`src/flow_pkg.sv`:
```
package flow_pkg;

    //////////////////////////////////////////////////////////////////////
    // sizes
    //////////////////////////////////////////////////////////////////////

    localparam int num_in_ports  = 2;
    localparam int num_out_ports = 2;
    localparam int leaf_bits     = 4;
    localparam int port_bits     = 4;
    localparam int payload_bits  = 32;
    localparam int cnt_bits      = 26;
    localparam int fifo_depth    = 4;

    // input queue i answers network port in_port_base + i
    localparam int in_port_base  = 2;
    // port number reported for output queue 0
    localparam int out_port_base = 9;

    // read, empty and full per input queue, full and empty per output queue
    localparam int dump_len = 3 * num_in_ports + 2 * num_out_ports;

    //////////////////////////////////////////////////////////////////////
    // types
    //////////////////////////////////////////////////////////////////////

    typedef logic [payload_bits-1:0] payload_t;
    typedef logic [cnt_bits-1:0]     cnt_t;

    // 1 + 4 + 4 + 32 = 41 bits
    typedef struct packed {
        logic                 valid;
        logic [leaf_bits-1:0] leaf;
        logic [port_bits-1:0] port;
        payload_t             payload;
    } packet_t;

    typedef enum logic [1:0] {
        tag_read  = 2'd1,
        tag_empty = 2'd2,
        tag_full  = 2'd3
    } cnt_tag_t;

    // dump word fields
    localparam int dump_tag_msb  = 31;
    localparam int dump_tag_lsb  = 30;
    localparam int dump_port_msb = 29;
    localparam int dump_port_lsb = 26;
    localparam int dump_cnt_msb  = 25;
    localparam int dump_cnt_lsb  = 0;

endpackage

```
`src/output_port_cluster.sv`:
```
`timescale 1ns/1ps

module output_port_cluster (
    input  logic               clk,
    input  logic               reset,
    input  flow_pkg::payload_t din       [flow_pkg::num_out_ports],
    input  logic               vld_in    [flow_pkg::num_out_ports],
    output logic               ack_in    [flow_pkg::num_out_ports],
    input  logic [flow_pkg::leaf_bits-1:0] dest_leaf [flow_pkg::num_out_ports],
    input  logic [flow_pkg::port_bits-1:0] dest_port [flow_pkg::num_out_ports],
    input  logic               dump_valid,
    input  flow_pkg::payload_t dump_word,
    output logic               dump_taken,
    input  logic               is_done_mode,
    input  logic               rd_en_sel   [flow_pkg::num_out_ports],
    output flow_pkg::packet_t  out_packets [flow_pkg::num_out_ports],
    output logic               empty       [flow_pkg::num_out_ports],
    output flow_pkg::cnt_t     full_cnt    [flow_pkg::num_out_ports],
    output flow_pkg::cnt_t     empty_cnt   [flow_pkg::num_out_ports]
);

    logic ready;
    logic q_full [flow_pkg::num_out_ports];

    // writes open one cycle after reset
    always_ff @(posedge clk) begin
        if (reset) begin
            ready <= 1'b0;
        end else begin
            ready <= 1'b1;
        end
    end

    // dump words only go through queue 0
    assign dump_taken = dump_valid && ready && !q_full[0];

    for (genvar i = 0; i < flow_pkg::num_out_ports; i++) begin : g_port

        logic               use_dump;
        logic               wr_en;
        flow_pkg::payload_t wr_payload;
        flow_pkg::packet_t  wr_pkt;
        flow_pkg::cnt_t     full_q;
        flow_pkg::cnt_t     empty_q;

        assign use_dump   = dump_valid && (i == 0);
        assign wr_payload = use_dump ? dump_word : din[i];

        // user is held off while the dump owns the queue
        assign ack_in[i] = ready && !q_full[i] && !use_dump;
        assign wr_en     = ready && !q_full[i] && (use_dump || vld_in[i]);

        // address comes from the port configuration
        assign wr_pkt = '{valid: 1'b1, leaf: dest_leaf[i], port: dest_port[i],
                          payload: wr_payload};

        port_fifo #(
            .entry_t (flow_pkg::packet_t)
        ) i_fifo (
            .clk     (clk),
            .reset   (reset),
            .wr_en   (wr_en),
            .wr_data (wr_pkt),
            .rd_en   (rd_en_sel[i]),
            .rd_data (out_packets[i]),
            .empty   (empty[i]),
            .full    (q_full[i])
        );

        //////////////////////////////////////////////////////////////////////
        // full and empty cycle counts
        //////////////////////////////////////////////////////////////////////

        always_ff @(posedge clk) begin
            if (reset) begin
                full_q  <= '0;
                empty_q <= '0;
            end else if (!is_done_mode) begin
                if (q_full[i]) begin
                    full_q <= full_q + flow_pkg::cnt_t'(1);
                end
                if (empty[i]) begin
                    empty_q <= empty_q + flow_pkg::cnt_t'(1);
                end
            end
        end

        assign full_cnt[i]  = full_q;
        assign empty_cnt[i] = empty_q;

    end

endmodule

```
`src/port_fifo.sv`:
```
`timescale 1ns/1ps

module port_fifo #(
    parameter type entry_t = flow_pkg::payload_t
) (
    input  logic   clk,
    input  logic   reset,
    input  logic   wr_en,
    input  entry_t wr_data,
    input  logic   rd_en,
    output entry_t rd_data,
    output logic   empty,
    output logic   full
);

    entry_t mem [flow_pkg::fifo_depth];

    logic [$clog2(flow_pkg::fifo_depth)-1:0]   wr_ptr;
    logic [$clog2(flow_pkg::fifo_depth)-1:0]   rd_ptr;
    logic [$clog2(flow_pkg::fifo_depth+1)-1:0] count;

    logic do_wr;
    logic do_rd;

    // a write while full or a read while empty is dropped
    assign do_wr = wr_en && !full;
    assign do_rd = rd_en && !empty;

    assign empty   = (count == '0);
    assign full    = (int'(count) == flow_pkg::fifo_depth);
    // head of queue, shown without a register stage
    assign rd_data = mem[rd_ptr];

    // storage
    always_ff @(posedge clk) begin
        if (do_wr) begin
            mem[wr_ptr] <= wr_data;
        end
    end

    // pointers wrap at the last entry
    always_ff @(posedge clk) begin
        if (reset) begin
            wr_ptr <= '0;
            rd_ptr <= '0;
            count  <= '0;
        end else begin
            if (do_wr) begin
                if (int'(wr_ptr) == flow_pkg::fifo_depth - 1) begin
                    wr_ptr <= '0;
                end else begin
                    wr_ptr <= wr_ptr + 1'b1;
                end
            end
            if (do_rd) begin
                if (int'(rd_ptr) == flow_pkg::fifo_depth - 1) begin
                    rd_ptr <= '0;
                end else begin
                    rd_ptr <= rd_ptr + 1'b1;
                end
            end
            // occupancy, unchanged on push and pop together
            if (do_wr && !do_rd) begin
                count <= count + 1'b1;
            end else if (do_rd && !do_wr) begin
                count <= count - 1'b1;
            end
        end
    end

endmodule

```
`config.mk`:
```
export PLATFORM = sky130hd
export DESIGN_NAME = output_port_cluster
export DESIGN_NICKNAME = d
export VERILOG_FILES = /design/src/flow_pkg.sv /design/src/output_port_cluster.sv /design/src/port_fifo.sv
export SDC_FILE = /design/constraint.sdc
export NUM_CORES = 1
export LEC_CHECK = 0
export ABC_AREA = 1
export BUFFER_PORTS_ARGS = -buffer_cell sky130_fd_sc_hd__buf_2
export CAP_MARGIN = 25
export CELL_PAD_IN_SITES_DETAIL_PLACEMENT = 0
export CELL_PAD_IN_SITES_GLOBAL_PLACEMENT = 2
export CORE_ASPECT_RATIO = 1.1
export CORE_UTILIZATION = 38
export DETAILED_ROUTE_END_ITERATION = 8
export PLACE_DENSITY = 0.92
export SLEW_MARGIN = 15
export SYNTH_ARGS = -nofsm -noshare
export SYNTH_HDL_FRONTEND = slang
export SYNTH_HIERARCHICAL = 1
export SYNTH_SLANG_ARGS = --single-unit
```
`constraint.sdc`:
```
create_clock -name clk -period 9.2 [get_ports clk]
set_clock_uncertainty 0.15 [all_clocks]
set_input_delay 0.46 -clock clk [delete_from_list [all_inputs] [get_ports clk]]
set_output_delay 0.46 -clock clk [all_outputs]
set_load 0.005 [all_outputs]
```
* Word-level counts from Yosys, hierarchy flattened *
Memory sizes are Yosys's and may differ from the RTL's. A register that Yosys moved wholly into a read port is not among the register bits.
Cells that the tools add are included.
Widths: inputs -> output; s select.

storage, ports and cells
  memories kept = 2
  bits in registers = 119
  input port bits = 120
  logic and storage cells = 83
  RAM bits = 320

memory list
  memory                words  width  rd ports  clocked after memory_dff  write ports  line             text
  g_port[0].i_fifo.mem  4      40     1         1                         1            port_fifo.sv:16  entry_t mem [flow_pkg::fifo_depth];
  g_port[1].i_fifo.mem  4      40     1         1                         1            port_fifo.sv:16

cells by class
  bitwise operators = 1
  $add $sub $neg = 12
  muxes and demuxes = 18
  reduce and logical (&&, ||, !) cells = 33
  equal/unequal tests = 6

operators by type and width
  operator               number
  $add 26x1->26 const B  4
  $mux 32                1
  $mux 2                 8
  $logic_and 1x1->1      15
  $mux 3                 4
  $logic_not 1->1        9
  $add 2x1->2 const B    4
  $eq 2x1->1 const B     4
  $reduce_and 2->1       4
  $add 3x1->3 const B    2
  $eq 3x3->1 const B     2
  $logic_not 3->1        2
  $sub 3x1->3 const B    2
  $mux 1                 5
  $reduce_bool 2->1      2
  $logic_or 1x1->1       1
  $not 1->1              1

* Longest topological paths before layout *
Gate-level depths: netlist of the first run.

  word-level depth = 9
  gate-level depth with buffers = 17
  mapped depth without buffers = 17

* By module *
Netlist of the first run, hierarchy kept.

modules (own cells, without submodules)
  module               times used  area an instance (um^2)  cells each
  port_fifo            2           6575.1                   467
  output_port_cluster  1           6015.8                   973

* Least setup slack after synthesis of the first run *
No wires, ideal clock.

  path kind = register to register
  from = reg g_port[0].i_fifo/count[0] (netlist bit)
  to = mem g_port[0].i_fifo/mem[0][0] (netlist bit), enable pin
  period minus slack after synthesis = 3.442 ns
  library setup time = 0.440 ns
  stages on the path, launching flop included = 9
  buffers on the path = 0
  arrival = 2.853 ns
  setup slack = 5.758 ns
  path through = dfxtp_1 -> nor2_1 -> nand2_1 -> inv_1 -> inv_1 -> nand2_1 -> nor2_1 -> nand2_1 -> nor2_1

RTL lines
  item                    line             text
  start, declared         port_fifo.sv:20  logic [$clog2(flow_pkg::fifo_depth+1)-1:0] count;
  start signal, assigned  port_fifo.sv:64  count <= count + 1'b1;
  start signal, assigned  port_fifo.sv:66  count <= count - 1'b1;
  end, declared           port_fifo.sv:16

==> results of run 1 <==
[worst register-to-register path, delay by kind of cell, from the launching register on]
kind,cells,cell delay (ps)
adder cells (fa/ha/maj),2,570
flip-flops,1,390
AND/OR/NAND/NOR,9,990
buffers and inverters,6,530
[area by class of cell]
cell class | instances | area [um^2]
well taps | 652 | 816
inverters | 162 | 614
clock inverters | 20 | 143
multi-input cells | 1229 | 5890
repair buffers | 376 | 2190
fillers | 4585 | 26100
flip-flops and latches | 451 | 12300
clock buffers | 62 | 1260
[worst min-delay path by stage]
stage	from	endpoint	slack, ps	cells after the start
floorplan	g_port[1].full_q[10]	g_port[1].full_q[10]	320	2
global placement	g_port[1].empty_q[10]	g_port[1].empty_q[10]	320	2
detailed placement	g_port[1].empty_q[10]	g_port[1].empty_q[10]	330	2
CTS	rd_en_sel[1]	g_port[0].i_fifo/rd_ptr[1]	30	4
global route	rd_en_sel[1]	flip-flop	50	4
finish	rd_en_sel[1]	g_port[0].i_fifo/rd_ptr[1]	60	4
[power by group through the flow]
stage | registers [mW] | logic (mW) | clock network, mW
floorplan | 2.46 | 0.803 | 0
global placement | 2.46 | 1.28 | 0
finish | 2.42 | 1.31 | 1.74
CTS | 2.42 | 1.33 | 1.80
detailed placement | 2.46 | 1.30 | 0
global route | 2.44 | 1.46 | 1.87
[what timing repair did]
item | 4_1_cts | 5_1_grt
buffers inserted | 0 | 0
resized for setup | 0 | 0
hold buffers | 48 | 0
endpoints found under the hold margin | 192 | 0
[cells in the mapped netlist]
library cell	n
nor2_4	14
conb_1	1
buf_4	11
a31oi_1	3
and3_1	5
dfxtp_1	123
nor3_2	1
buf_6	11
fa_1	2
nor3_1	15
nand3b_1	4
inv_1	153
edfxtp_1	328
inv_6	1
nand2_2	3
nand3_4	1
o22ai_1	82
nand3_1	66
nor2_1	367
o21ai_0	93
nand3b_2	3
a21oi_1	43
o21ai_1	96
nor2_2	12
buf_2	35
ha_1	16
clkbuf_1	15
clkinv_1	1
o21bai_1	4
nand2_4	2
and2_1	5
o21a_1	4
nand2_1	329
nand3_2	3
xor2_1	12
inv_2	7
nand4_1	36
[cell usage in the layout, fill, tap and decap left out, drive strengths merged, types with 16 or more instances in the layout]
cell type      n
edfxtp       328
dlygate4sd3   48
nand2        334
inv          163
clkbuf        62
buf          328
o22ai         82
nand3         70
nor3          16
o21ai        189
dfxtp        123
a21oi         43
nand4         36
ha            16
nor2         393
[state kept, by name (all words and copies together) (netlist names), named ones only]
name	flops
g_port.i_fifo/mem	328
g_port.i_fifo/count	6
g_port.empty_q	52
g_port.full_q	52
g_port.i_fifo/rd_ptr	4
ready	1
g_port.i_fifo/wr_ptr	4
[cell families after synthesis]
group	share of synthesized area, %
XOR/XNOR	0.548
AO/OA/AOI/OAI	9.15
flip-flops	64.2
buffers and inverters	5.48
AND/OR/NAND/NOR	19.3
other	0.0196
adder cells (fa/ha/maj)	1.25
[per-layer routing]
| metal | part of all wire (%) | up-vias | global-route usage (%) |
|---|---|---|---|
| li1 | - | 7203 | - |
| met1 | 43 | 6906 | 22.8 |
| met2 | 49 | 382 | 30.5 |
| met3 | 6.2 | 67 | 4.15 |
| met4 | 2.5 | 0 | 5.55 |
| met5 | 0 | - | 0 |
==> key figures, run 1 <==
Critical path
  • Worst path required time: ~8600 ps
  • CP max FO: 83
  • CP max stage cell: buf_4
  • Kind of critical path: flip-flop to primary output
  • CP Buf/Inv Count: 4
  • Cell mode on critical path: buf_4
  • R2R setup slack: between 6000 and 7000 ps
  • CP Capture Point: out_packets[23]
  • Cell family with most CP delay: buffers and inverters
  • Worst reg2reg startpoint: g_port[0].i_fifo/count[1]
  • CP Depth: 6
  • R2r endpoint: g_port[0].i_fifo/count[2]
  • Reg2reg path depth: 17
  • Crit path cell chain: buf_4 -> inv_2 -> buf_4 -> o21ai_0 -> o22ai_1 -> buf_2
  • Crit path largest cell delay: between 600 and 700 ps
  • CP endpoint kind: primary output
  • CP Launch Type: flip-flop
  • CP arrival: 3000 ps

Floorplanning
  • Die X: around 220 um
  • Die area: 51300 um^2
  • Row Count: 85
  • # IOs: 311
  • Initial Util: ~39%
  • Core ar.: between 40000 and 50000 um^2
  • Die Height: roughly 240 um

Synthesis
  • Post-Syn Area per Cell: around 10 um^2
  • Cell Area, Synth: between 15000 and 20000 um^2
  • Synth cell types: 37
  • Top cells by area, synth: edfxtp_1 (51%), dfxtp_1 (13%), nor2_1 (7.2%)
  • Synth Register Bits: approximately 450
  • YS warnings: 6
  • Largest area contributor in the netlist: edfxtp_1
  • Synth top area share: about half
  • Seq/Total Area, Yosys: approximately 64%
  • Post-Synthesis Cells: about 1.9k

Drt
  • Antenna-violating nets left: 0
  • Vias: 14.6k
  • Residual DRC: 0
  • Pre-Repair DR Iteration Count: 5
  • Vias/cell: 4.93
  • DRT Wirelength: about 47 mm
  • WL per Instance: around 16 um
  • Initial drt markers: approximately 800

Place
  • Post-DP HPWL: around 30 mm
  • RD Place Congestion: between 0.7 and 0.8
  • # port buffers: 310
  • Pre-CTS setup slack: 6210 ps
  • Post-DP Area: 21300 um^2
  • Dpl cells: about 2.8k

Clocking
  • CTS tree: yes
  • Clock Tree Root: clkbuf_16
  • Clock Path Buffers: 3
  • Clock slew at reported path FFs: 60 ps
  • Total clock sinks: approximately 450
  • Num CTS Buffers: 46
  • Clock Latency Late Sink: roughly 570 ps
  • H-tree depth: 2

Power and ir drop
  • Sequential Power Share: approximately 44%
  • Leak: between 9 and 10 nW
  • Total Power: 5.47 mW
  • Comb pwr share: 23.9%
  • Int Pwr: 3.81 mW
  • Switch Pwr: ~1.7 mW
  • Sw Ratio: 30.5%
  • Clk pwr share: between 30% and 40%
  • Pwr/cell area: between 200 and 250 nW/um^2
  • Peak VDD IR: approximately 120 uV

STA
  • Final hold vios: 0
  • Fin crit period: approximately 3600 ps
  • RSZ-0062 raised after global routing: no
  • Period utilization: between 30% and 40%
  • # setup viols final: 0
  • Setup tns final: 0 ps
  • Fmax: roughly 280 MHz
  • Slew Limit Fails: 0
  • Slew @ Worst Pin: approximately 890 ps
  • Hold_ws: 63.2 ps
  • Rel. slew slack: around 40%
  • Post-route setup slack: approximately 5600 ps

Finish
  • Layout cells sized above 1: slightly below 20%
  • Final Net Count: 2404
  • P&R area growth vs syn: 21.2%
  • Final Instance Area: approximately 23000 um^2
  • Non-Filler Instances: 2952
  • Util after Layout: a little under half
  • Inserted Diodes: 0

GRT
  • Largest net degree at the start of global routing: 84
  • First-pass GRT wire length: approximately 73 mm
  • Overflow after GRT: 0
  • Vias in the first global route: 14.0k
  • Total GRT Usage: a little under a fifth
  • Initial antenna violation count: 1

Run
  • MaxCap Viol Count: 0

Hold path
  • Min-delay worst type: input pin to flip-flop

Status
  • Outcome: completed
Power figures use the tool's default switching activity.
==> run 2, diff against run 1 <==
--- a/config.mk
+++ b/config.mk
@@ -11,9 +11,9 @@
 export CELL_PAD_IN_SITES_DETAIL_PLACEMENT = 0
 export CELL_PAD_IN_SITES_GLOBAL_PLACEMENT = 2
 export CORE_ASPECT_RATIO = 1.1
-export CORE_UTILIZATION = 38
+export CORE_UTILIZATION = 36
 export DETAILED_ROUTE_END_ITERATION = 8
-export PLACE_DENSITY = 0.92
+export PLACE_DENSITY = 0.88
 export SLEW_MARGIN = 15
 export SYNTH_ARGS = -nofsm -noshare
 export SYNTH_HDL_FRONTEND = slang
==> constraint.sdc (replaced) <==
create_clock -name clk -period 3.6 [get_ports clk]
set_clock_uncertainty 0.15 [all_clocks]
set_input_delay 0.18 -clock clk [delete_from_list [all_inputs] [get_ports clk]]
set_output_delay 0.18 -clock clk [all_outputs]
set_load 0.005 [all_outputs]
==> key figures, run 2 (same netlist as run 1, synthesis figures left out) <==
Clocking
  • Num CTS Buffers: 47
  • Clock slew at reported path FFs: around 60 ps
  • CTS tree: yes
  • Clock Path Buffers: 3
  • H-tree depth: 2
  • # Post-CTS Setup Buffers: 0
  • Clock Latency Late Sink: 580 ps
  • Clock Tree Root: clkbuf_16
  • Total clock sinks: 451

Finish
  • Largest regs: g_port.i_fifo/mem x328, g_port.empty_q x52, g_port.full_q x52
  • Area of the multi-input gates: between 5000 and 6000 um^2
  • P&R area growth vs syn: 26.6%
  • Fill cells: a little under 5k
  • Final Instance Area: about 24000 um^2
  • Final Net Count: about 2.5k
  • Commonest non-fill, non-tap cell in the layout: nor2_1
  • Max reg flops: approximately 330
  • Sequential cell area: 12300 um^2
  • Most frequent cells in the layout: nor2_1 (359), nand2_1 (329), edfxtp_1 (328)
  • Layout cells sized above 1: between 10% and 20%
  • Biggest register: g_port.i_fifo/mem
  • Inserted Diodes: 0

Power and ir drop
  • Total Power: around 15 mW
  • Leak: 9.63 nW
  • Peak VDD IR: between 300 and 400 uV
  • Pwr/cell area: between 600 and 700 nW/um^2

Drt
  • WL per Instance: around 16 um
  • Residual DRC: 0
  • Pre-Repair DR Iteration Count: 5
  • Vias/cell: between 4 and 5
  • Antenna-violating nets left: 0
  • Vias: 14.7k
  • Initial drt markers: approximately 780
  • DRT Wirelength: about 48 mm

Critical path
  • Reg2reg path depth: 9
  • CP Launch Type: flip-flop
  • Worst path required time: approximately 3300 ps
  • R2r endpoint: g_port[0].i_fifo/mem[1][13]
  • Kind of critical path: flip-flop to primary output
  • R2R setup slack: around 860 ps
  • Worst reg2reg startpoint: g_port[0].i_fifo/count[0]
  • CP endpoint kind: primary output
  • CP Capture Point: out_packets[22]
  • CP max FO: 35
  • CP arrival: roughly 2500 ps

STA
  • Final hold vios: 0
  • Slew Limit Fails: 0
  • Fmax: approximately 350 MHz
  • Fin crit period: roughly 2800 ps
  • Period utilization: between 70 and 80%
  • # setup viols final: 0
  • Post-route setup slack: roughly 750 ps
  • Setup tns final: 0 ps
  • RSZ-0062 raised after global routing: no
  • Hold_ws: approximately 210 ps
  • Rel. slew slack: slightly below 40%
  • Slew @ Worst Pin: 905 ps

Status
  • Outcome: completed

Floorplanning
  • Die X: 222 um
  • Die area: roughly 54000 um^2
  • # IOs: slightly above 300
  • Die Height: roughly 240 um
  • Initial Util: between 30% and 40%
  • Core ar.: 52500 um^2
  • Row Count: a little under 90

GRT
  • First-pass GRT wire length: ~76 mm
  • Total GRT Usage: between 10% and 20%
  • Largest net degree at the start of global routing: 83
  • Vias in the first global route: 14.5k
  • Overflow after GRT: 0
  • Initial antenna violation count: 2

Place
  • Post-DP HPWL: about 31 mm
  • Pre-CTS setup slack: around 800 ps
  • RD Place Congestion: just under 0.8
  • # port buffers: 310
  • Post-DP Area: between 20000 and 25000 um^2

Hold path
  • Min-delay worst type: input pin to flip-flop

Run
  • MaxCap Viol Count: 0
[run 2: metal layers]
layer / vias up / global-route usage [%] / wire length [um]
li1: 7351 / - / -
met1: 7015 / 21.7 / 20800
met2: 280 / 30.7 / 23900
met3: 69 / 4.45 / 2650
met4: 4 / 4.82 / 1020
met5: - / 0 / 23
[run 2: worst min-delay path by stage]
stage                       from                           to  slack [ps]  cells after the start
floorplan                  reset    g_port[0].i_fifo/count[0]         100                      1
global placement    dest_port[2]  g_port[1].i_fifo/mem[3][34]         240                      1
detailed placement       din[27]  g_port[1].i_fifo/mem[0][27]         250                      1
CTS                 dest_leaf[2]  g_port[1].i_fifo/mem[3][38]         170                      2
global route        dest_port[6]  g_port[0].i_fifo/mem[0][34]         190                      2
finish              dest_leaf[2]  g_port[1].i_fifo/mem[3][38]         210                      2
[run 2: layout make-up]
class	count	share of cell area, %
Sequential cell	451	50.7
Multi-Input combinational cell	1229	24.3
Timing Repair Buffer	450	12.1
Clock buffer	61	5.27
Tap cell	675	3.48
Inverter	162	2.53
Clock inverter	27	1.61
[run 2: metrics by stage]
step / util [%] / std cells
detailed placement: 40.8 / 2848
floorplan: - / 1914
CTS: 46.2 / 3055
global placement: 40.8 / 2848
finish: 46.2 / 3055
global route: 46.2 / 3055
[run 2: power breakdown]
| part | switching, mW | internal, mW |
|---|---|---|
| clock | 2.06 | 3.12 |
| combinational | 2.20 | 1.24 |
| sequential | 0.189 | 6.03 |
| total | 4.45 | 10.4 |
[run 2: repair_timing]
item	4_1_cts	5_1_grt
hold endpoints to repair	351	0
resized for setup	0	0
hold buffers	119	0
[run 2: worst max-delay path, stage by stage (launching register included)]
cell     delay [ps]
dfxtp_2         710
inv_2           370
buf_4           360
o21ai_0         230
o22ai_1         100
buf_2           150
