`src/flow_pkg.sv`:
```
package flow_pkg;

    //////////////////////////////////////////////////////////////////////
    // sizes
    //////////////////////////////////////////////////////////////////////

    localparam int num_in_ports  = 2;
    localparam int num_out_ports = 2;
    localparam int leaf_bits     = 4;
    localparam int port_bits     = 4;
    localparam int payload_bits  = 32;
    localparam int cnt_bits      = 26;
    localparam int fifo_depth    = 4;

    // input queue i answers network port in_port_base + i
    localparam int in_port_base  = 2;
    // port number reported for output queue 0
    localparam int out_port_base = 9;

    // read, empty and full per input queue, full and empty per output queue
    localparam int dump_len = 3 * num_in_ports + 2 * num_out_ports;

    //////////////////////////////////////////////////////////////////////
    // types
    //////////////////////////////////////////////////////////////////////

    typedef logic [payload_bits-1:0] payload_t;
    typedef logic [cnt_bits-1:0]     cnt_t;

    // 1 + 4 + 4 + 32 = 41 bits
    typedef struct packed {
        logic                 valid;
        logic [leaf_bits-1:0] leaf;
        logic [port_bits-1:0] port;
        payload_t             payload;
    } packet_t;

    typedef enum logic [1:0] {
        tag_read  = 2'd1,
        tag_empty = 2'd2,
        tag_full  = 2'd3
    } cnt_tag_t;

    // dump word fields
    localparam int dump_tag_msb  = 31;
    localparam int dump_tag_lsb  = 30;
    localparam int dump_port_msb = 29;
    localparam int dump_port_lsb = 26;
    localparam int dump_cnt_msb  = 25;
    localparam int dump_cnt_lsb  = 0;

endpackage

```
`src/counter_dump_seq.sv`:
```
`timescale 1ns/1ps

module counter_dump_seq (
    input  logic               clk,
    input  logic               reset,
    input  logic               is_done,
    output logic               is_done_mode,
    input  flow_pkg::cnt_t     in_full_cnt   [flow_pkg::num_in_ports],
    input  flow_pkg::cnt_t     in_empty_cnt  [flow_pkg::num_in_ports],
    input  flow_pkg::cnt_t     in_read_cnt   [flow_pkg::num_in_ports],
    input  flow_pkg::cnt_t     out_full_cnt  [flow_pkg::num_out_ports],
    input  flow_pkg::cnt_t     out_empty_cnt [flow_pkg::num_out_ports],
    output logic               dump_valid,
    output flow_pkg::payload_t dump_word,
    input  logic               dump_taken
);

    logic [$clog2(flow_pkg::dump_len+1)-1:0] widx;

    //////////////////////////////////////////////////////////////////////
    // done latch and word index
    //////////////////////////////////////////////////////////////////////

    always_ff @(posedge clk) begin
        if (reset) begin
            is_done_mode <= 1'b0;
            widx         <= '0;
        end else begin
            // sticky until reset
            if (is_done) begin
                is_done_mode <= 1'b1;
            end
            if (dump_valid && dump_taken) begin
                widx <= widx + 1'b1;
            end
        end
    end

    // index parks at dump_len, so a later is_done sends nothing
    assign dump_valid = is_done_mode && (int'(widx) != flow_pkg::dump_len);

    //////////////////////////////////////////////////////////////////////
    // word select
    //////////////////////////////////////////////////////////////////////

    always_comb begin
        int                 w;
        int                 port_num;
        flow_pkg::cnt_tag_t tag;
        flow_pkg::cnt_t     cnt;
        w        = int'(widx);
        port_num = 0;
        tag      = flow_pkg::tag_read;
        cnt      = '0;
        // input reads, input empties, input fulls
        if (w < flow_pkg::num_in_ports) begin
            port_num = flow_pkg::in_port_base + w;
            cnt      = in_read_cnt[w];
        end else if (w < 2 * flow_pkg::num_in_ports) begin
            port_num = flow_pkg::in_port_base + w - flow_pkg::num_in_ports;
            tag      = flow_pkg::tag_empty;
            cnt      = in_empty_cnt[w - flow_pkg::num_in_ports];
        end else if (w < 3 * flow_pkg::num_in_ports) begin
            port_num = flow_pkg::in_port_base + w - 2 * flow_pkg::num_in_ports;
            tag      = flow_pkg::tag_full;
            cnt      = in_full_cnt[w - 2 * flow_pkg::num_in_ports];
        // then output fulls and output empties
        end else if (w < 3 * flow_pkg::num_in_ports + flow_pkg::num_out_ports) begin
            port_num = flow_pkg::out_port_base + w - 3 * flow_pkg::num_in_ports;
            tag      = flow_pkg::tag_full;
            cnt      = out_full_cnt[w - 3 * flow_pkg::num_in_ports];
        end else if (w < flow_pkg::dump_len) begin
            port_num = flow_pkg::out_port_base + w - 3 * flow_pkg::num_in_ports
                       - flow_pkg::num_out_ports;
            tag      = flow_pkg::tag_empty;
            cnt      = out_empty_cnt[w - 3 * flow_pkg::num_in_ports - flow_pkg::num_out_ports];
        end
        dump_word = '0;
        dump_word[flow_pkg::dump_tag_msb:flow_pkg::dump_tag_lsb]   = tag;
        dump_word[flow_pkg::dump_port_msb:flow_pkg::dump_port_lsb] =
            port_num[flow_pkg::port_bits-1:0];
        dump_word[flow_pkg::dump_cnt_msb:flow_pkg::dump_cnt_lsb]   = cnt;
    end

endmodule

```
`config.mk`:
```
export PLATFORM = sky130hd
export DESIGN_NAME = counter_dump_seq
export DESIGN_NICKNAME = d
export VERILOG_FILES = /design/src/flow_pkg.sv /design/src/counter_dump_seq.sv
export SDC_FILE = /design/constraint.sdc
export NUM_CORES = 1
export LEC_CHECK = 0
export BUFFER_PORTS_ARGS = -buffer_cell sky130_fd_sc_hd__buf_2
export CAP_MARGIN = 10
export CORE_AREA = 2 2 115 117
export CTS_CLUSTER_DIAMETER = 60
export DETAILED_ROUTE_END_ITERATION = 6
export DIE_AREA = 0 0 117 119
export PLACE_DENSITY_LB_ADDON = 0.15
export REMOVE_ABC_BUFFERS = 1
export SYNTH_ARGS = -nofsm -noshare
export SYNTH_HDL_FRONTEND = slang
export SYNTH_SLANG_ARGS = --single-unit
```
`constraint.sdc`:
```
create_clock -name clk -period 3.2 [get_ports clk]
set_input_delay 0.8 -clock clk [delete_from_list [all_inputs] [get_ports clk]]
set_output_delay 0.8 -clock clk [all_outputs]
set_load 0.02 [all_outputs]
```
# Word-level counts from Yosys, hierarchy flattened
# Index checks and enable logic that the tools add are counted.
[classes]
addsub = 11
n_lt_le_gt_ge = 10
n_eq_ne = 1
muxes = 30
bitwise = 5
n_reduce_logical = 2
[ops]
columns = ["op", "n"]
rows = [
  ["$mux W26", 20],
  ["$ge A32 B2 Y1 const B", 5],
  ["$not A32 Y32", 4],
  ["$not A4 Y32", 1],
  ["$mux W4", 5],
  ["$sub A4 B3 Y4 const B", 3],
  ["$mux W2", 5],
  ["$sub A4 B3 Y5 const B", 2],
  ["$lt A4 B3 Y1 const B", 2],
  ["$lt A4 B4 Y1 const B", 2],
  ["$sub A5 B3 Y6 const B", 1],
  ["$sub A4 B2 Y5 const B", 1],
  ["$add A2 B4 Y4 const A", 1],
  ["$add A4 B1 Y4 const B", 1],
  ["$add A4 B4 Y4 const A", 1],
  ["$lt A4 B2 Y1 const B", 1],
  ["$ne A4 B4 Y1 const B", 1],
  ["$sub A4 B2 Y4 const B", 1],
  ["$logic_and A1 B1 Y1", 2],
]
[totals]
reg_bits = 5
in_bits = 264
output_inout_bits = 34
word_cells = 61

# Logic depth before layout (Yosys ltp)
# Gate-level depths: netlist (run 1).
[logic_depth]
depth_word = 11
mapped_depth = 10
ltp_nobuf = 8

# Worst setup path before layout (run 1)
# Ideal clock, no wire load.
[synth_timing]
path_type = "reg-to-output"
from = "register widx[2] in the netlist's numbering"
to = "output dump_word[22]"
arrival_ns = 2.226
required_time_ns = 2.400
path_slack_ns = 0.174
path_stages_with_launch = 10
n_path_buf = 2
path_cell_list = "dfxtp_1 ha_1 inv_1 ha_1 buf_4 or2_0 buf_2 o22ai_1 a211oi_1 a221oi_1"
[synth_between]
elab_chain_len = 6
word_cells_on_any_way = 10
classes_between = "order compare (5); mux (5)"
[synth_lines]
columns = ["element", "line_no", "rtl"]
rows = [
  ["from (decl)", "counter_dump_seq.sv:18", "logic [$clog2(flow_pkg::dump_len+1)-1:0] widx;"],
  ["from (signal assigned)", "counter_dump_seq.sv:34", "widx <= widx + 1'b1;"],
  ["$lt A4 B4 Y1", "counter_dump_seq.sv:72", "end else if (w < flow_pkg::dump_len) begin"],
  ["$mux W26", "counter_dump_seq.sv:72", ""],
  ["$mux W26", "counter_dump_seq.sv:68", "end else if (w < 3 * flow_pkg::num_in_ports + flow_pkg::num_out_ports) begin"],
  ["$mux W26", "counter_dump_seq.sv:63", "end else if (w < 3 * flow_pkg::num_in_ports) begin"],
  ["$mux W26", "counter_dump_seq.sv:59", "end else if (w < 2 * flow_pkg::num_in_ports) begin"],
  ["$mux W26 *", "counter_dump_seq.sv:56", "if (w < flow_pkg::num_in_ports) begin"],
  ["to (decl)", "counter_dump_seq.sv:14", "output flow_pkg::payload_t dump_word,"],
]
# Every way passes the cells marked *; elsewhere a longest branch is shown, timed or not.

# Worst setup path after layout (run 1)
[layout_timing]
from = "register widx[1] in the netlist's numbering"
to = "output dump_word[22]"
# The elaborated chain is that of the path after synthesis.

==> metrics.txt, run 1 <==
Die Y=119 µm; DRT antenna net count=0; die area=0.0139 mm²; CTS Buffer Depth=2; total gr overflow=0; Worst Hold Class=reg -> reg; Top Ports=298; Core ar.=0.0129 mm²; clk_lat worst skew=0.23 ns; final number of setup-violating endpoints=0; worst r2r dst=widx[1]; number of cell rows=42; vias per inst=4.81; Setup crit end kind=output pin; initial antenna violation count=1; IO buf count=297; worst vdd ir=220 µV; status=complete, no violations; Critical Path RT=2.40 ns; Overall Power=841 µW; Iteration-0 DRC Markers=123; residual DRC count=0; Comb pwr share=0.675; GR Util met1=0.177; Via Count=3810; RD Place Congestion=0.760; Max Cap Viol=0; vias in the first global route=3761; largest net degree at the start of global routing=76; Synthesis Warnings=0; CP arrival=2.29 ns; Worst path max stage delay=0.55 ns; CP Capture Point=dump_word[22]; Setup Skew=0.000579 ns; share of cells above drive strength 1=0.592; Initial Util=0.218; crit path time final=3.09 ns; Die X=117 µm; Avg WL per Cell=16.2 µm; first-pass GRT wire length=18.5 mm; met2 GRT Util=0.338; CTS H-tree lvls=1; crit-path max FO=19; Sequential Power Share=0.081; cell breakdown of the critical path=buf_4, inv_1, ha_1, nor2b_4, nor2_4, a221oi_1, buf_2; GR Layer Usage met3=0.0280; NumNets Final=888; area grow syn2layout=63.5%; CTS clk-pin slew, worst paths=0.03 ns; Syn Std Cell Area=0.00281 mm²; Critical-path top delay cell=nor2_4; Routed WL=12.9 mm; Yosys reg bits=5; Root Driver=clkbuf_16; Post-CTS Setup Inserts=0; Worst Reg-to-Reg Cells=7; r2r startpoint=widx[2]; post-synthesis sequential area ratio=0.0356; CTS sink cnt=5; Lkg Pwr=2.11 nW; Crit Path Class=reg -> out; TritonCTS buffer count=3; Tcrit/Tclk final=0.965; Detailed Routing Iterations Pass 1=4; Synth Instances=334; clock network fraction of total power=0.244; total negative slack=0 ns; Slew @ Worst Pin=0.727 ns; Rel. slew slack=0.514; switching power=311 µW; Startpoint Class=register; PwrDens=183 mW/mm²; P_int=530 µW; FILL cells=1375; final-report max-slew violation count=0; Final Hold Vio Count=0; Cell variety after synth=42; GRT Util Overall=0.168; Switching Share=0.370; busiest grt layer=met2; reg-to-reg slack, setup=1.74 ns; worst hold-check slack=0.559 ns; CTS tree=built; Setup crit start=widx[1]; RSZ-0062 raised after global routing=true; Post-Syn Area per Cell=8.42 µm²; fmax=0.324 GHz; placed wire-length estimate=10.4 mm
[layout by cell type, fill, tap and decap left out, types with 9 or more instances in the layout]
| cell type | netlist | final |
|---|---|---|
| mux2_2 | 25 | 25 |
| mux2i_1 | 94 | 94 |
| a21oi_1 | 13 | 12 |
| a211oi_1 | 19 | 19 |
| o22ai_1 | 24 | 24 |
| o21ai_0 | 15 | 15 |
| nand2_1 | 9 | 9 |
| buf_2 | 17 | 296 |
| a221oi_2 | 16 | 16 |
| nand3_1 | 10 | 10 |
[what timing repair did]
action	CTS	global route
setup endpoints to repair	0	12
resized for setup	0	6
hold buffers	0	0
[area by class of cell]
cell class	instances	area [µm²]	area share
multi-input cells	290	2530	0.549
well taps	176	220	0.0479
diodes	1	2.50	0.000544
flip-flops and latches	5	104	0.0226
inverters	6	22.5	0.00490
clock buffers	4	78.8	0.0171
repair buffers	310	1640	0.358
[stage by stage]
stage	util	instances	setup slack (ns)	cell area, µm²
6_report	0.357	792	0.112	4600
3_5_place_dp	0.348	786	0.272	4480
2_1_floorplan	-	300	-3.83	2610
4_1_cts	0.354	790	0.00868	4560
5_1_grt	0.357	792	-0.0180	4600
3_3_place_gp	0.348	786	0.274	4480
[cell families (layout without fill, tap and decap cells)]
family | after synthesis | in the layout | share of synthesized area
muxes | 119 | 119 | 0.435
AOI/OAI and AO/OA | 114 | 114 | 0.313
and+or+nand+nor | 42 | 43 | 0.0827
buffers and inverters | 40 | 320 | 0.0796
adders and majority gates | 8 | 8 | 0.0356
xor gates and xnor gates | 6 | 6 | 0.0187
DFF | 5 | 5 | 0.0356
other | 0 | 1 | 0
[registers in the layout, indices dropped and copies added, names as in the netlist]
name,cells
is_done_mode,1
widx,4
[worst max-delay path: cells and delay by family (launching register included)]
family,cells,cell delay [ns]
buffers and inverters,3,0.50
adder cells (fa/ha/maj),1,0.30
AO/OA/AOI/OAI,1,0.19
AND/OR/NAND/NOR,2,0.72
flip-flops,1,0.33
[synth_stat cells, drive strengths merged]
master | count | area share
o31ai | 1 | 0.0027
mux2i | 94 | 0.33
or3b | 1 | 0.0040
a211oi | 19 | 0.051
o2bb2ai | 1 | 0.0031
o221ai | 3 | 0.0093
and2 | 1 | 0.0022
a31oi | 8 | 0.018
or3 | 1 | 0.0022
ha | 8 | 0.036
clkbuf | 5 | 0.0067
o22ai | 24 | 0.053
nand3 | 10 | 0.018
inv | 6 | 0.0080
nand3b | 1 | 0.0027
or4 | 1 | 0.0027
nand4 | 2 | 0.0044
dfxtp | 5 | 0.036
nand2 | 9 | 0.012
xnor2 | 5 | 0.016
or2 | 2 | 0.0045
xor2 | 1 | 0.0031
o32ai | 1 | 0.0031
o21a | 3 | 0.0080
mux2 | 25 | 0.10
nor2 | 10 | 0.022
nand2b | 2 | 0.0044
buf | 29 | 0.065
a221oi | 19 | 0.095
nor3 | 1 | 0.0018
a22oi | 3 | 0.0080
o21ai | 15 | 0.027
nor2b | 1 | 0.0022
a211o | 4 | 0.012
a21oi | 13 | 0.023
[power groups by stage]
stage          clock network [mW]  logic [mW]  registers [mW]
2_1_floorplan                   0       0.314           0.111
3_3_place_gp                    0       0.567          0.0692
3_5_place_dp                    0       0.572          0.0692
4_1_cts                     0.209       0.573          0.0683
5_1_grt                     0.214       0.620          0.0687
6_report                    0.205       0.567          0.0684
[worst min-delay path by stage]
stage,slack [ns],cells past startpoint,end,startpoint
2_1_floorplan,0.59,2,widx[1],widx[1]
3_3_place_gp,0.55,2,is_done_mode,is_done_mode
3_5_place_dp,0.54,2,is_done_mode,is_done_mode
4_1_cts,0.55,2,is_done_mode,is_done_mode
5_1_grt,0.60,2,is_done_mode,is_done_mode
6_report,0.56,2,is_done_mode,is_done_mode
[per-layer routing]
metal / part of all wire / vias up / wire (µm)
met5: 0 / - / 0
met4: 0.013 / 0 / 172
met3: 0.079 / 16 / 1020
met2: 0.53 / 166 / 6790
met1: 0.38 / 1727 / 4880
li1: - / 1901 / -
(Power assumes the default switching activity.)
==> run 2: changes to the inputs <==
Settings changed: CORE_AREA 2 2 115 117 to 2 2 117 119, CTS_BUF_LIST set to sky130_fd_sc_hd__clkbuf_8, DIE_AREA 0 0 117 119 to 0 0 119 121.
==> metrics.txt, run 2 (synthesis gave the netlist of run 1 again) <==
Worst Hold Class=reg -> reg; Crit Path Class=reg -> out; fin util=0.350; IO buf count=297; Setup Skew=0.00359 ns; Lkg Pwr=2.12 nW; Final Hold Vio Count=0; most common cell after layout, fill and taps aside=buf_2; Area after DPL=0.00446 mm²; number of cell rows=42; post-placement cell count=789; Rel. slew slack=0.598; Top Ports=298; CTS clk-pin slew, worst paths=0.04 ns; first-pass GRT wire length=19.3 mm; share of cells above drive strength 1=0.595; cts hold-fix bufs=0; RD Place Congestion=0.850; vias per inst=4.83; largest net degree at the start of global routing=86; Core ar.=0.0131 mm²; CTS H-tree lvls=1; die area=0.0144 mm²; final std cell area, no fill=0.00458 mm²; Avg WL per Cell=16.6 µm; Post-Layout Cell Count=796; crit path time final=3.09 ns; DRT antenna net count=0; worst hold-check slack=0.559 ns; Antenna diodes=0; Largest register FFs=4; vias in the first global route=3838; CTS Buffer Depth=2; residual DRC count=0; Initial Util=0.215; final number of setup-violating endpoints=0; GRT Util Overall=0.165; Die X=119 µm; CTS tree=built; final-report max-slew violation count=0; clk_lat worst skew=0.22 ns; initial antenna violation count=1; total negative slack=0 ns; total gr overflow=0; PwrDens=165 mW/mm²; Die Y=121 µm; NumNets Final=893; CTS sink cnt=5; Root Driver=clkbuf_8; commonest non-fill, non-tap cells in the layout=297 x buf_2, 94 x mux2i_1, 25 x mux2_2, 24 x o22ai_1, 19 x a211oi_1; Reg with most FFs=widx; FILL cells=1394; Critical Path RT=2.40 ns; Tcrit/Tclk final=0.966; placed wire-length estimate=10.7 mm; Startpoint Class=register; CP arrival=2.29 ns; Via Count=3843; Max Cap Viol=0; fmax=0.323 GHz; Detailed Routing Iterations Pass 1=4; Slew @ Worst Pin=0.603 ns; Setup crit end kind=output pin; worst vdd ir=131 µV; status=complete, no violations; Iteration-0 DRC Markers=95; Regs by FF count=widx x4, is_done_mode x1; area grow syn2layout=62.7%; TritonCTS buffer count=3; crit-path max FO=7; Routed WL=13.2 mm
-- run 2: cell types whose count changed in the layout (fill, tap and decap cells not counted), moves of 2 or more --
cell | before | now
buf_6 | 2 | 0
clkbuf_8 | 0 | 3
clkbuf_16 | 3 | 0
buf_4 | 8 | 15
-- run 2: path summary, 6_finish.rpt --
| check | slack [ns] | depth (start not counted) | to | startpoint |
|---|---|---|---|---|
| max reg2reg | 1.70 | 5 | widx[1] | widx[0] |
| min reg2reg | 0.56 | 2 | is_done_mode | is_done_mode |
| min | 0.56 | 2 | is_done_mode | is_done_mode |
| max | 0.11 | 10 | dump_word[28] | widx[1] |
-- run 2: layout make-up --
class | count | area [µm²] | share of cell area
sequential | 5 | 104 | 0.0227
clock inverter | 1 | 3.75 | 0.000820
tap | 176 | 220 | 0.0481
timing repair buffer | 315 | 1660 | 0.363
multi-input combinational | 290 | 2520 | 0.552
clock buffer | 3 | 41.3 | 0.00902
inverter | 6 | 22.5 | 0.00492
-- run 2: layer usage --
layer  GRT usage  part of all wire
met1       0.189              0.40
met2       0.334              0.53
met3      0.0263             0.070
met4     0.00744           0.00023
met5           0           0.00099
-- run 2: timing repair --
item                                    in CTS  in global routing
hold endpoints to repair                     0                  0
endpoints found under the setup margin       0                 14
setup buffers                                0                  2
resized for setup                            0                  3
-- run 2: report_power, final --
part,leakage [nW],internal [mW],switching (mW)
Combinational,2.05,0.301,0.271
Clock,0.0269,0.0824,0.0327
Sequential,0.0415,0.0649,0.00365
-- run 2: per-stage QoR --
stage          total power, mW  worst slack (ns)
6_report                 0.756             0.107
5_1_grt                  0.815          -0.00215
4_1_cts                  0.761            0.0821
3_5_place_dp             0.641             0.314
3_3_place_gp             0.635             0.371
2_1_floorplan            0.424             -3.83
-- run 2: critical path: stages (launching register included) --
cell,delay [ns]
dfxtp_1,0.32
buf_4,0.16
inv_1,0.20
ha_4,0.19
xor2_1,0.16
ha_1,0.25
o31ai_1,0.20
o21a_1,0.15
o2bb2ai_1,0.06
a21oi_1,0.18
buf_2,0.20
==> run 3: changes to the inputs <==
Settings changed: CELL_PAD_IN_SITES_DETAIL_PLACEMENT set to 1, CELL_PAD_IN_SITES_GLOBAL_PLACEMENT set to 1, CORE_AREA 2 2 117 119 to 2 2 114 116, DIE_AREA 0 0 119 121 to 0 0 116 118, GPL_ROUTABILITY_DRIVEN set to 0.
==> metrics.txt, run 3 (synthesis gave the netlist of run 1 again) <==
Reg with most FFs=widx; fin util=0.377; final number of setup-violating endpoints=0; Setup Skew=0.00151 ns; HP Start=widx[1]; CTS H-tree lvls=1; crit-path max FO=6; cts hold-fix bufs=0; pre-CTS setup slack=0.167 ns; initial antenna violation count=3; crit path time final=3.04 ns; Die X=116 µm; fmax=0.329 GHz; Routed WL=15.0 mm; hold path cells=2; Setup crit end kind=output pin; Avg WL per Cell=18.8 µm; CTS clk-pin slew, worst paths=0.03 ns; Crit Path Class=reg -> out; Die Y=118 µm; reg-to-reg slack, setup=1.73 ns; Overall Power=761 µW; worst vdd ir=220 µV; Via Count=3977; final-report max-slew violation count=0; placed wire-length estimate=11.9 mm; Post-Layout Cell Count=800; Rel. slew slack=0.636; Final Hold Vio Count=0; residual DRC count=0; Root Driver=clkbuf_8; CTS sink cnt=5; Iteration-0 DRC Markers=200; Core ar.=0.0124 mm²; IO buf count=297; Tcrit/Tclk final=0.950; largest net degree at the start of global routing=75; Startpoint Class=register; Regs by FF count=widx x4, is_done_mode x1; number of cell rows=41; Largest register FFs=4; PwrDens=163 mW/mm²; post-placement cell count=782; RSZ-0062 raised after global routing=false; clk_lat worst skew=0.22 ns; share of cells above drive strength 1=0.606; Max Cap Viol=0; r2r startpoint=widx[2]; DRT antenna net count=0; Worst Hold Class=reg -> reg; most common cell after layout, fill and taps aside=buf_2; total gr overflow=0; Lkg Pwr=2.16 nW; Worst Setup Slack, final=0.159 ns; Slew @ Worst Pin=0.546 ns; CTS tree=built; GRT Util Overall=0.202; CP arrival=2.24 ns; first-pass GRT wire length=22.1 mm; Top Ports=298; CTS Buffer Depth=2; Worst Reg-to-Reg Cells=7; commonest non-fill, non-tap cells in the layout=295 x buf_2, 94 x mux2i_1, 25 x mux2_2, 24 x o22ai_1, 19 x a211oi_1; Initial Util=0.227; TritonCTS buffer count=3; Critical Path RT=2.40 ns; area grow syn2layout=66.3%; vias per inst=4.97; Detailed Routing Iterations Pass 1=4; worst r2r dst=widx[1]; NumNets Final=898; vias in the first global route=4079; status=complete, no violations; worst hold endpoint=widx[1]; die area=0.0137 mm²
run 3: cell types whose count changed in the layout (fill, tap and decap cells not counted), moves of 2 or more:
cell / change
buf_6: +3
diode_2: +3
buf_12: +2
buf_2: -2
ha_1: -2
ha_2: +2
run 3: worst max-delay path, stage by stage, from the launching register on:
cell and delay [ns]:
dfxtp_2 0.34, buf_4 0.16, clkinvlp_4 0.14, ha_4 0.19, xor2_1 0.14, ha_1 0.27, o31ai_1 0.23, o21a_1 0.17
o2bb2ai_1 0.08, a21oi_2 0.14, buf_4 0.16
run 3: final cells by class:
type	instances	area, µm²
Sequential cell	5	105
Fill cell	1608	7740
Clock buffer	3	41.3
Antenna cell	3	7.51
Multi-Input combinational cell	290	2530
Tap cell	172	215
Timing Repair Buffer	320	1750
Clock inverter	1	3.75
Inverter	6	26.3
run 3: routing by layer:
metal / vias up / track usage / part of all wire
li1: 1924 / - / -
met1: 1869 / 0.228 / 0.38
met2: 170 / 0.397 / 0.54
met3: 14 / 0.0247 / 0.067
met4: 0 / 0.0379 / 0.0099
met5: - / 0 / 0
run 3: stage by stage:
step / instance area [µm²] / hold WS, ns / TNS [ns]
floorplan: 2610 / 0.586 / -91.25
global placement: 4430 / 0.542 / 0
detailed placement: 4430 / 0.555 / 0
CTS: 4490 / 0.563 / 0
global route: 4680 / 0.566 / 0
finish: 4680 / 0.528 / 0
run 3: how the worst max path moves through the flow:
| stage | from | endpoint | slack (ns) | depth (start not counted) |
|---|---|---|---|---|
| floorplan | widx[0] | dump_word[29] | -3.83 | 8 |
| global placement | widx[2] | dump_word[13] | 0.25 | 8 |
| detailed placement | widx[1] | dump_word[23] | 0.17 | 10 |
| CTS | widx[1] | dump_word[23] | 0.004 | 10 |
| global route | widx[1] | dump_word[28] | 0.004 | 10 |
| finish | widx[1] | dump_word[28] | 0.16 | 10 |
run 3: power breakdown:
| part | leakage [nW] | internal, mW | switching (mW) |
|---|---|---|---|
| logic | 2.09 | 0.306 | 0.275 |
| clock network | 0.0269 | 0.0821 | 0.0296 |
| registers | 0.0420 | 0.0651 | 0.00390 |
run 3: repair_timing:
item / in CTS / in global routing
setup endpoints to repair: 12 / 24
pin swaps: 0 / 3
cloned: 0 / 1
setup buffers: 0 / 10
gates resized for setup: 2 / 16
